## src/logic/motor_pkg.sv

```systemverilog
// Motor control shared types
package motor_pkg;

	// Upper bound on the PWM phase width carried by the tick bus
	// Modules fill or use only the low PHASE_W bits
	localparam int PHASE_MAX_W = 16;

	// Drive code for one half-bridge
	// NOFF is the bitwise inverse of OFF and means the same thing
	typedef enum logic [1:0] {
		OFF  = 2'b00,
		LOW  = 2'b01,
		HIGH = 2'b10,
		NOFF = 2'b11
	} bridge_code_t;

	typedef enum logic [1:0] {
		IDLE  = 2'd0,
		RUN   = 2'd1,
		BRAKE = 2'd2,
		FAULT = 2'd3
	} motor_state_t;

	// Wishbone word index, taken from adr[3:2]
	// Word 3 is unmapped
	typedef enum logic [1:0] {
		CTRL   = 2'd0,
		LEVEL  = 2'd1,
		STATUS = 2'd2
	} reg_addr_t;

	// CTRL register, bit 4 is enable down to bit 0 which is clear_fault
	typedef struct packed {
		logic enable;
		logic direction;
		logic brake;
		logic fast_decay;
		logic clear_fault;
	} ctrl_t;

	typedef struct packed {
		logic [PHASE_MAX_W-1:0] phase;
		logic                   update;
	} pwm_tick_t;

	typedef struct packed {
		motor_state_t state;
		logic         fast_decay;
	} drive_cmd_t;

	typedef struct packed {
		bridge_code_t u;
		bridge_code_t v;
		bridge_code_t w;
	} bridge_out_t;

endpackage

```

## src/logic/bridge_driver.sv

```systemverilog
// Three-phase bridge driver
`timescale 1ns/1ns

module bridge_driver #(
	parameter int PHASE_W   = 9,
	parameter int DEAD_TIME = 10
) (
	input  logic                   clk,
	input  logic                   rst,
	input  motor_pkg::pwm_tick_t   tick,
	input  logic [PHASE_W-1:0]     level,
	input  motor_pkg::bridge_out_t drive,
	input  motor_pkg::drive_cmd_t  cmd,
	output logic [PHASE_W-1:0]     active_level,
	output motor_pkg::bridge_out_t motor_out
);

	// One extra bit so a threshold past the top of the period never matches
	localparam int TH_W = PHASE_W + 1;

	logic [PHASE_W-1:0]     phase;
	logic [TH_W-1:0]        inv_threshold;
	logic                   pwm_active;
	logic                   pwm_inverted;
	motor_pkg::bridge_out_t bridge_next;

	// One half-bridge for one PWM slot
	function automatic motor_pkg::bridge_code_t half_bridge(
		input motor_pkg::bridge_code_t code,
		input logic                    active,
		input logic                    inverted,
		input logic                    fast
	);
		motor_pkg::bridge_code_t clean;
		clean = (code == motor_pkg::NOFF) ? motor_pkg::OFF : code;
		if (active) begin
			return clean;
		end
		// Slow decay recirculates through the low side of driven phases
		if (!fast && inverted && clean != motor_pkg::OFF) begin
			return motor_pkg::LOW;
		end
		return motor_pkg::OFF;
	endfunction

	assign phase = tick.phase[PHASE_W-1:0];

	// Level changes only at the update point so a period is never cut short
	always_ff @(posedge clk) begin
		if (rst) begin
			active_level <= '0;
		end else if (tick.update) begin
			active_level <= level;
		end
	end

	// Dead time delays only the inverted side
	// Fast decay and braking use the active side alone and are unaffected
	assign inv_threshold = {1'b0, active_level} + TH_W'(DEAD_TIME);
	assign pwm_active    = (phase < active_level);
	assign pwm_inverted  = ({1'b0, phase} >= inv_threshold);

	always_comb begin
		case (cmd.state)
			motor_pkg::RUN: begin
				bridge_next.u = half_bridge(drive.u, pwm_active, pwm_inverted, cmd.fast_decay);
				bridge_next.v = half_bridge(drive.v, pwm_active, pwm_inverted, cmd.fast_decay);
				bridge_next.w = half_bridge(drive.w, pwm_active, pwm_inverted, cmd.fast_decay);
			end
			motor_pkg::BRAKE: begin
				// All low sides on shorts the windings
				bridge_next = '{u: motor_pkg::LOW, v: motor_pkg::LOW, w: motor_pkg::LOW};
			end
			default: begin
				bridge_next = '{u: motor_pkg::OFF, v: motor_pkg::OFF, w: motor_pkg::OFF};
			end
		endcase
	end

	// Registered so the gate drivers never see decode glitches
	always_ff @(posedge clk) begin
		if (rst) begin
			motor_out <= '{u: motor_pkg::OFF, v: motor_pkg::OFF, w: motor_pkg::OFF};
		end else begin
			motor_out <= bridge_next;
		end
	end

	// Reverse direction creates NOFF upstream and it must be gone by here
	a_no_noff: assert property (
		@(posedge clk) disable iff (rst)
		motor_out.u != motor_pkg::NOFF &&
		motor_out.v != motor_pkg::NOFF &&
		motor_out.w != motor_pkg::NOFF
	);

endmodule

```

## src/logic/commutator.sv

```systemverilog
// Hall sensor commutator
`timescale 1ns/1ns

module commutator (
	input  logic                   clk,
	input  logic                   rst,
	input  logic [2:0]             hall,
	input  logic                   update,
	input  logic                   direction,
	output motor_pkg::bridge_out_t drive,
	output logic [2:0]             hall_sync,
	output logic                   hall_invalid
);

	logic [2:0]             hall_meta;
	logic                   dir_active;
	motor_pkg::bridge_out_t com;

	// Two flops for the asynchronous hall lines
	always_ff @(posedge clk) begin
		hall_meta <= hall;
		hall_sync <= hall_meta;
	end

	// Direction only changes at the PWM update point
	always_ff @(posedge clk) begin
		if (rst) begin
			dir_active <= 1'b0;
		end else if (update) begin
			dir_active <= direction;
		end
	end

	// Six-step table for the forward direction, phases in u, v, w order
	always_comb begin
		case (hall_sync)
			3'b101:  com = '{u: motor_pkg::HIGH, v: motor_pkg::LOW,  w: motor_pkg::OFF};
			3'b100:  com = '{u: motor_pkg::HIGH, v: motor_pkg::OFF,  w: motor_pkg::LOW};
			3'b110:  com = '{u: motor_pkg::OFF,  v: motor_pkg::HIGH, w: motor_pkg::LOW};
			3'b010:  com = '{u: motor_pkg::LOW,  v: motor_pkg::HIGH, w: motor_pkg::OFF};
			3'b011:  com = '{u: motor_pkg::LOW,  v: motor_pkg::OFF,  w: motor_pkg::HIGH};
			3'b001:  com = '{u: motor_pkg::OFF,  v: motor_pkg::LOW,  w: motor_pkg::HIGH};
			default: com = '{u: motor_pkg::OFF,  v: motor_pkg::OFF,  w: motor_pkg::OFF};
		endcase
	end

	// Reverse swaps HIGH and LOW on every phase
	// OFF becomes NOFF here and the bridge driver treats it as OFF
	assign drive = dir_active ? motor_pkg::bridge_out_t'(~com) : com;

	// All three sensors equal cannot happen on a healthy motor
	// One or two stuck sensors can still look valid and are left to the CPU
	assign hall_invalid = (hall_sync == 3'b000) || (hall_sync == 3'b111);

endmodule

```

## src/logic/motor_fsm.sv

```systemverilog
// Motor control state machine
`timescale 1ns/1ns

module motor_fsm (
	input  logic                  clk,
	input  logic                  rst,
	input  motor_pkg::ctrl_t      ctrl,
	input  logic                  hall_invalid,
	output motor_pkg::drive_cmd_t cmd,
	output logic                  fault
);

	motor_pkg::motor_state_t state;
	motor_pkg::motor_state_t next_state;
	logic                    fault_cause;

	// A bad hall pattern only matters while the motor is enabled
	assign fault_cause = ctrl.enable && hall_invalid;

	always_comb begin
		next_state = state;
		case (state)
			motor_pkg::IDLE: begin
				if (fault_cause) begin
					next_state = motor_pkg::FAULT;
				end else if (ctrl.brake) begin
					next_state = motor_pkg::BRAKE;
				end else if (ctrl.enable) begin
					next_state = motor_pkg::RUN;
				end
			end
			motor_pkg::RUN: begin
				if (fault_cause) begin
					next_state = motor_pkg::FAULT;
				end else if (ctrl.brake) begin
					next_state = motor_pkg::BRAKE;
				end else if (!ctrl.enable) begin
					next_state = motor_pkg::IDLE;
				end
			end
			motor_pkg::BRAKE: begin
				if (fault_cause) begin
					next_state = motor_pkg::FAULT;
				end else if (!ctrl.brake) begin
					next_state = ctrl.enable ? motor_pkg::RUN : motor_pkg::IDLE;
				end
			end
			default: begin
				// Faults stay latched until software clears them with good hall
				// inputs, so a glitch cannot restart the motor on its own
				if (ctrl.clear_fault && !hall_invalid) begin
					next_state = motor_pkg::IDLE;
				end
			end
		endcase
	end

	always_ff @(posedge clk) begin
		if (rst) begin
			state          <= motor_pkg::IDLE;
			cmd.fast_decay <= 1'b0;
		end else begin
			state <= next_state;
			// Registered alongside the state so both change on the same edge
			cmd.fast_decay <= ctrl.fast_decay;
		end
	end

	assign cmd.state = state;
	assign fault     = (state == motor_pkg::FAULT);

	// Leaving FAULT takes a clear_fault write in the cycle before
	a_fault_latched: assert property (
		@(posedge clk) disable iff (rst)
		(state == motor_pkg::FAULT && !ctrl.clear_fault) |=> state == motor_pkg::FAULT
	);

endmodule

```

## src/logic/motor_regs.sv

```systemverilog
// Motor control registers
`timescale 1ns/1ns

module motor_regs #(
	parameter int PHASE_W = 9
) (
	input  logic                    clk,
	input  logic                    rst,
	input  logic                    cyc,
	input  logic                    stb,
	input  logic                    we,
	input  logic [3:0]              adr,
	input  logic [31:0]             dat_w,
	output logic [31:0]             dat_r,
	output logic                    ack,
	input  motor_pkg::motor_state_t state,
	input  logic [2:0]              hall_sync,
	input  logic [PHASE_W-1:0]      active_level,
	output motor_pkg::ctrl_t        ctrl,
	output logic [PHASE_W-1:0]      level
);

	localparam int CTRL_W = $bits(motor_pkg::ctrl_t);

	logic                 req;
	motor_pkg::reg_addr_t word;
	motor_pkg::ctrl_t     ctrl_rd;
	logic [31:0]          status_word;
	logic [31:0]          rd_word;

	// A new request is one where ack has not yet been given
	// Holding stb high therefore yields an ack every other cycle
	assign req  = cyc && stb && !ack;
	assign word = motor_pkg::reg_addr_t'(adr[3:2]);

	always_ff @(posedge clk) begin
		if (rst) begin
			ack   <= 1'b0;
			ctrl  <= '0;
			level <= '0;
		end else begin
			ack <= req;
			// clear_fault lives for the ack cycle only
			ctrl.clear_fault <= 1'b0;
			if (req && we) begin
				case (word)
					motor_pkg::CTRL:  ctrl  <= motor_pkg::ctrl_t'(dat_w[CTRL_W-1:0]);
					motor_pkg::LEVEL: level <= dat_w[PHASE_W-1:0];
					// STATUS and the unmapped word take no writes
					default: ;
				endcase
			end
		end
	end

	// The pulse bit never shows up in a CTRL read
	always_comb begin
		ctrl_rd = ctrl;
		ctrl_rd.clear_fault = 1'b0;
	end

	// STATUS holds the state, the synchronized hall value and the level in use
	// The level field starts at bit 8 and is PHASE_W bits wide
	always_comb begin
		status_word = '0;
		status_word[1:0] = state;
		status_word[4:2] = hall_sync;
		status_word[8 +: PHASE_W] = active_level;
	end

	always_comb begin
		rd_word = '0;
		case (word)
			motor_pkg::CTRL:   rd_word[CTRL_W-1:0] = ctrl_rd;
			motor_pkg::LEVEL:  rd_word[PHASE_W-1:0] = level;
			motor_pkg::STATUS: rd_word = status_word;
			default:           rd_word = '0;
		endcase
	end

	// Read data is loaded on the same edge that raises ack
	always_ff @(posedge clk) begin
		if (req) begin
			dat_r <= rd_word;
		end
	end

	// An ack belongs to a cycle the master is still holding open
	a_ack_in_cycle: assert property (
		@(posedge clk) disable iff (rst)
		ack |-> (cyc && stb)
	);

endmodule

```

## src/logic/motor_top.sv

```systemverilog
// Brushless motor controller
`timescale 1ns/1ns

module motor_top #(
	parameter int PHASE_W   = 9,
	parameter int DEAD_TIME = 10
) (
	input  logic                   clk,
	input  logic                   rst,
	input  logic                   cyc,
	input  logic                   stb,
	input  logic                   we,
	input  logic [3:0]             adr,
	input  logic [31:0]            dat_w,
	output logic [31:0]            dat_r,
	output logic                   ack,
	input  logic [2:0]             hall,
	output motor_pkg::bridge_out_t motor_out,
	output logic                   fault
);

	motor_pkg::pwm_tick_t   tick;
	motor_pkg::ctrl_t       ctrl;
	motor_pkg::drive_cmd_t  cmd;
	motor_pkg::bridge_out_t drive;
	logic [PHASE_W-1:0]     level;
	logic [PHASE_W-1:0]     active_level;
	logic [2:0]             hall_sync;
	logic                   hall_invalid;

	pwm_timer #(.PHASE_W(PHASE_W)) u_timer (
		.clk  (clk),
		.rst  (rst),
		.tick (tick)
	);

	// Host side, STATUS reports the state the bridge is acting on
	motor_regs #(.PHASE_W(PHASE_W)) u_regs (
		.clk          (clk),
		.rst          (rst),
		.cyc          (cyc),
		.stb          (stb),
		.we           (we),
		.adr          (adr),
		.dat_w        (dat_w),
		.dat_r        (dat_r),
		.ack          (ack),
		.state        (cmd.state),
		.hall_sync    (hall_sync),
		.active_level (active_level),
		.ctrl         (ctrl),
		.level        (level)
	);

	motor_fsm u_fsm (
		.clk          (clk),
		.rst          (rst),
		.ctrl         (ctrl),
		.hall_invalid (hall_invalid),
		.cmd          (cmd),
		.fault        (fault)
	);

	commutator u_commutator (
		.clk          (clk),
		.rst          (rst),
		.hall         (hall),
		.update       (tick.update),
		.direction    (ctrl.direction),
		.drive        (drive),
		.hall_sync    (hall_sync),
		.hall_invalid (hall_invalid)
	);

	bridge_driver #(.PHASE_W(PHASE_W), .DEAD_TIME(DEAD_TIME)) u_bridge (
		.clk          (clk),
		.rst          (rst),
		.tick         (tick),
		.level        (level),
		.drive        (drive),
		.cmd          (cmd),
		.active_level (active_level),
		.motor_out    (motor_out)
	);

endmodule

```

## src/logic/pwm_timer.sv

```systemverilog
// PWM phase timer
`timescale 1ns/1ns

module pwm_timer #(
	parameter int PHASE_W = 9
) (
	input  logic                 clk,
	input  logic                 rst,
	output motor_pkg::pwm_tick_t tick
);

	// The update point sits one count before the wrap
	localparam logic [PHASE_W-1:0] UPDATE_PHASE = {{(PHASE_W-1){1'b1}}, 1'b0};

	logic [PHASE_W-1:0] phase;

	// The tick bus has a fixed maximum phase width
	if (PHASE_W > motor_pkg::PHASE_MAX_W) begin : g_width_check
		$error("PHASE_W is wider than the tick bus");
	end

	// Free-running counter with no prescaler
	// Reset leaves it at zero so the first cycle after reset has phase 0
	always_ff @(posedge clk) begin
		if (rst) begin
			phase <= '0;
		end else begin
			phase <= phase + 1'b1;
		end
	end

	always_comb begin
		tick = '0;
		tick.phase[PHASE_W-1:0] = phase;
		// New level and direction values are taken on this cycle
		tick.update = (phase == UPDATE_PHASE);
	end

	// One strobe per PWM period
	// Two in a row would mean the period collapsed to a single count
	a_update_single: assert property (
		@(posedge clk) disable iff (rst)
		tick.update |=> !tick.update
	);

endmodule

```

## config.mk

```make
export PLATFORM = sky130hd
export DESIGN_NAME = motor_top
export DESIGN_NICKNAME = d
export VERILOG_FILES = /design/src/logic/motor_pkg.sv /design/src/logic/bridge_driver.sv /design/src/logic/commutator.sv /design/src/logic/motor_fsm.sv /design/src/logic/motor_regs.sv /design/src/logic/motor_top.sv /design/src/logic/pwm_timer.sv
export SDC_FILE = /design/constraint.sdc
export NUM_CORES = 1
export LEC_CHECK = 0
export BUFFER_PORTS_ARGS = -buffer_cell sky130_fd_sc_hd__buf_2
export CAP_MARGIN = 10
export CORE_AREA = 2 2 121 123
export CTS_BUF_LIST = sky130_fd_sc_hd__clkbuf_16
export DETAILED_ROUTE_END_ITERATION = 6
export DIE_AREA = 0 0 123 125
export PLACE_DENSITY_LB_ADDON = 0.25
export RECOVER_POWER = 50
export SLEW_MARGIN = 20
export SYNTH_ARGS = -nofsm -noshare
export SYNTH_HDL_FRONTEND = slang
export SYNTH_SLANG_ARGS = --single-unit
```

## constraint.sdc

```tcl
create_clock -name clk -period 4.3 [get_ports clk]
set_clock_uncertainty 0.05 [all_clocks]
set_input_delay 1.075 -clock clk [delete_from_list [all_inputs] [get_ports clk]]
set_output_delay 1.075 -clock clk [all_outputs]
set_load 0.01 [all_outputs]
```

## After elaboration in Yosys (flattened, before gate mapping)

Cells that the tools add are included.
W data, S select, Z words.

| word-level totals | value |
|---|---|
| memories | 0 |
| latch bits | 0 |
| flip-flop bits (word level) | 81 |
| RAM bits | 0 |
| output and inout bits | 40 |
| ROM bits | 0 |
| input port bits | 44 |

| operators by class | value |
|---|---|
| multiply operators | 0 |
| eq/ne operators | 19 |
| order comparisons | 2 |
| bitwise gates (word level) | 3 |
| divide/modulo/power cells | 0 |
| reduce and logical (&&, ||, !) cells | 24 |
| shifts and indexed selects | 0 |
| add/subtract/negate cells | 2 |
| mux-type cells | 42 |

Operators with widths:

| operator | count |
|---|---|
| $mux W2 | 24 |
| $pmux W6 S6 | 1 |
| $pmux W5 S3 | 1 |
| $eq A2 B2 Y1 const B | 6 |
| $eq A3 B3 Y1 const B | 4 |
| $mux W1 | 12 |
| $pmux W6 S2 | 1 |
| $add A9 B4 Y10 const B | 1 |
| $ge A9 B10 Y1 | 1 |
| $add A9 B1 Y9 const B | 1 |
| $eq A9 B9 Y1 const B | 1 |
| $logic_and A1 B1 Y1 | 9 |
| $lt A9 B9 Y1 | 1 |
| $pmux W4 S2 | 1 |
| $eq A3 B2 Y1 const B | 2 |
| $mux W6 | 1 |
| $not A6 Y6 | 1 |
| $pmux W2 S3 | 1 |
| $reduce_bool A2 Y1 | 3 |
| $eq A2 B1 Y1 const B | 2 |
| $logic_not A2 Y1 | 2 |
| $ne A4 B3 Y1 const B | 1 |
| $ne A4 B4 Y1 const B | 1 |
| $reduce_and A2 Y1 | 2 |
| other kinds (9) | 12 |

## Longest topological paths before layout

| depth | value |
|---|---|
| depth in word-level cells | 14 |
| gate-level depth with buffers | 9 |
| depth with buffers taken out | 9 |

## Modules after synthesis

A second synthesis with hierarchy kept.

| unflattened totals | value |
|---|---|
| cell total of the unflattened synthesis | 346 |
| area total of the unflattened synthesis | 3525.9 um^2 |

Modules (own cells, without submodules):

| module | cells each | sequential area each (um^2) | area an instance (um^2) | times used |
|---|---|---|---|---|
| motor_regs | 126 | 810.8 | 1510.2 | 1 |
| bridge_driver | 133 | 300.3 | 1204.9 | 1 |
| pwm_timer | 50 | 180.2 | 435.4 | 1 |
| commutator | 25 | 140.1 | 264.0 | 1 |
| motor_fsm | 12 | 60.1 | 111.4 | 1 |

## Worst setup path after synthesis

No wires, ideal clock.

| path | value |
|---|---|
| path kind | input -> register |
| start point | in cyc |
| end point | reg u_regs.ctrl[1] (netlist name) |
| buffers on the path | 0 |
| library setup time | 0.128 ns |
| arrival time | 2.587 ns |
| path slack | 1.535 ns |
| cell stages on the path | 5 |
| data required time | 4.122 ns |
| cell sequence | nand2_1 -> nor2_1 -> nand3_1 -> mux2i_1 -> nor2_1 |

| on the way | value |
|---|---|
| longest elaborated chain between the ends | 4 |

RTL lines:

| item | RTL line | text |
|---|---|---|
| from (decl) | motor_top.sv:10 | `input logic cyc,` |
| $logic_and A1 B1 Y1 (2 in a row) | motor_regs.sv:33 | `assign req = cyc && stb && !ack;` |
| net u_regs.req | motor_regs.sv:25 | `logic req;` |
| $logic_and A1 B1 Y1 | motor_regs.sv:45 | `if (req && we) begin` |
| $reduce_and A2 Y1 (no source line) | n/a |  |

The timed path passes the listed nets, and every way through them passes these cells.
A chain may end at the register's enable or synchronous reset.

==> summary.md <==
| Metric | Value |
|---|---|
| CTS tree | done |
| Initial DRC Count | 171 |
| Power per cell area | 359 nW/um2 |
| Post-synth EDFFs | 17 |
| Internal power | 1.14 mW |
| Post-detail-place hpwl | 5.79 mm |
| Part of the power in registers | 45.3% |
| # diodes | 0 |
| # DRC | 0 |
| Top-count cell post-synth | dfxtp_1 |
| Most used routing layer | met2 |
| Worst EP required | 4.45 ns |
| Hold path depth | 0 |
| DP Worst Slack | 1.47 ns |
| Combinational power share | 8.0% |
| Post-synth top cells | 49 x dfxtp_1, 39 x nor2_1, 34 x ha_1, 26 x inv_1, 25 x mux2i_1 |
| Clk slew on worst S/H paths | 0.05 ns |
| Yosys top cell area share | 28.4% |
| Total negative slack | 0 ns |
| Status | finished with violations |
| Hold Path Sink | u_commutator.hall_sync[1] |
| CTS hold repair buffers | 0 |
| Core ar. | 14200 um2 |
| GPL Wtd Cong | 0.774 |
| Vias in the first global route | 2363 |
| RSZ-0062 raised after global routing | no |
| First drt pass iteration count | 5 |
| Post-cts resize count | 0 |
| GRT Total Usage | 10.6% |
| Worst Path Arrival | 3.09 ns |
| Maximum clock insertion buffer count | 2 |
| Antenna Violating Nets Remaining | 0 |
| Crit Path Class | primary input to flip-flop |
| Clock Power Share | 46.7% |
| Final period util | 68.5% |
| Clock buffer count from CTS | 9 |
| Area occupied by multi-input gates | 1780 um2 |
| Ports | 84 |
| Reg-to-Reg End | u_bridge.motor_out[0] |
| Leak | 1.77 nW |
| Largest net degree at the start of global routing | 39 |
| Worst IR Drop VDD | 0.183 mV |
| Die Height | 125 um |
| Mean post-synth cell area | 10.2 um2 |
| Cell row count | 44 |
| FF/Latch Area | 1490 um2 |
| Starting density of the core | 24.3% |
| NetSw | 0.334 mW |
| Unique masters post-synth | 53 |
| Synthesized area | 3460 um2 |
| Hold path startpoint | u_commutator.hall_meta[1] |
| Sw frac | 22.7% |
| Slack of the critical path | 1.35 ns |
| GRT met2 Usage | 16.9% |
| Met3 global-route usage | 2.65% |
| Area leader, netlist | dfxtp_1 |
| Synth top area cells | dfxtp_1 28%, edfxtp_1 15%, ha_1 12% |
| Share of layout cells above drive strength 1 | 16.4% |
| Slew headroom | -23.3% |
| Routed length per instance | 13.3 um |
| Synth Register Bits | 66 |
| Total die area | 15400 um2 |
| Asr flop ratio synth | 0% |
| R2R setup slack | 1.86 ns |
| Via count | 2476 |
| Max-cap viol count | 1 |
| Crit. Startpoint | rst |
| First-pass GRT wire length | 12.3 mm |
| Initial antenna violation count | 1 |
| Met1 global-route usage | 13.1% |
| Register area share after synthesis | 43.1% |
| Worst-Margin Slew | 1.85 ns |
| Synth warn | 0 |
| Number of fill cells in the layout | 1518 |
| DR vias/cell | 4.31 |
| Endpoint class of the critical path | flip-flop |
| Fin. Hold Viols | 0 |
| Setup Buffers After CTS | 0 |
| Port Buffer Count | 43 |
| Clk root buf | clkbuf_16 |
| CTS H-tree depth | 3 |
| Min-delay worst type | flip-flop to flip-flop |
| Area growth syn-to-layout | 18.5% |
| Die Wd | 123 um |
| Nets@finish | 464 |
| Pins over their slew limit | 39 |
| Worst-skew pair later-pin latency | 0.33 ns |
| Crit Path Max Fanout | 38 |
| # setup viols final | 0 |
| Startpoint types | primary input |
| Failing checks | max-capacitance violations, max-slew violations |
| R2R cell count | 9 |
| GRT overflow | 0 |
| R2r startpoint | u_bridge.active_level[1] |
| Cells after Synth | 340 |
| Clock tree sinks | 66 |
| Period minus WS final | 2.95 ns |
| Synth Flop Type | dfxtp_1 |
| Total routed wirelength | 7.66 mm |
| Max Fclk | 339 MHz |
[cells in the final DEF, fill, tap and decap left out, types with 6 or more instances in the layout]
cell type and instances:
clkbuf_16 9, and3_1 7, ha_1 34, a21oi_1 9, inv_1 28, xor2_1 6, conb_1 15, nand2_1 8
nand3_1 11, buf_2 40, edfxtp_1 17, nor2_1 38, mux2i_1 25, dfxtp_1 49, xnor2_1 10, nand2b_1 8
[metrics by stage]
step | cell area (um2) | hold WS (ns) | power [mW] | util, % | instances
CTS | 4100 | 0.274 | 1.49 | 28.9 | 575
detailed placement | 3820 | 0.262 | 0.798 | 26.9 | 559
finish | 4100 | 0.274 | 1.47 | 28.8 | 575
floorplan | 3510 | 0.260 | 0.769 | - | 354
global placement | 3820 | 0.265 | 0.796 | 26.9 | 559
global route | 4100 | 0.277 | 1.54 | 28.8 | 575
[how the worst max path moves through the flow]
stage | cells past startpoint | slack, ns | endpoint
detailed placement | 6 | 1.47 | u_regs.level[8]
CTS | 9 | 1.80 | u_bridge.motor_out[0]
floorplan | 5 | 1.54 | u_regs.ctrl[1]
global route | 6 | 1.09 | u_bridge.motor_out[0]
global placement | 6 | 1.51 | u_bridge.motor_out[2]
finish | 6 | 1.35 | u_bridge.motor_out[0]
[power by group through the flow]
stage / combinational [mW] / clock (mW) / sequential (mW)
finish: 0.118 / 0.686 / 0.666
global route: 0.133 / 0.739 / 0.668
CTS: 0.119 / 0.708 / 0.666
detailed placement: 0.118 / 0 / 0.679
global placement: 0.117 / 0 / 0.679
floorplan: 0.0902 / 0 / 0.679
[per-layer routing]
| metal | share of wire [%] | routed length [um] |
|---|---|---|
| met5 | 0.17 | 13 |
| met4 | 2.0 | 150 |
| met3 | 4.6 | 355 |
| met2 | 46 | 3560 |
| met1 | 47 | 3580 |
[registers in the layout, indices dropped and copies added, names as in the netlist, 2 cells and up]
register                cells
u_commutator.hall_sync      3
u_regs.ctrl                 5
u_commutator.hall_meta      3
u_bridge.active_level       9
u_timer.phase               9
u_regs.dat_r               17
u_regs.level                9
u_fsm.state                 2
u_bridge.motor_out          6
[logic make-up after synthesis]
logic type,after synthesis,synth area share [%]
flops,66,43.1
compound gates,46,10.6
simple gates,103,15.6
fa+ha+maj,34,12.3
other cells,1,0.108
buf+inv,49,6.98
xor+xnor,16,4.05
mux,25,7.24
[layout make-up]
type                            count  area share [%]
Multi-Input combinational cell    239            43.5
Sequential cell                    66            36.4
Tap cell                          184            5.62
Clock buffer                        9            5.50
Timing Repair Buffer               44            5.34
Inverter                           26            2.38
Clock inverter                      7            1.31
[critical path: stages]
cell and delay (ns):
clkbuf_1 1.30, nor2b_1 0.14, nand2_1 0.26, nor4_2 0.12
nand3_1 0.10, o211ai_1 0.08
(Power assumes the default switching activity.)
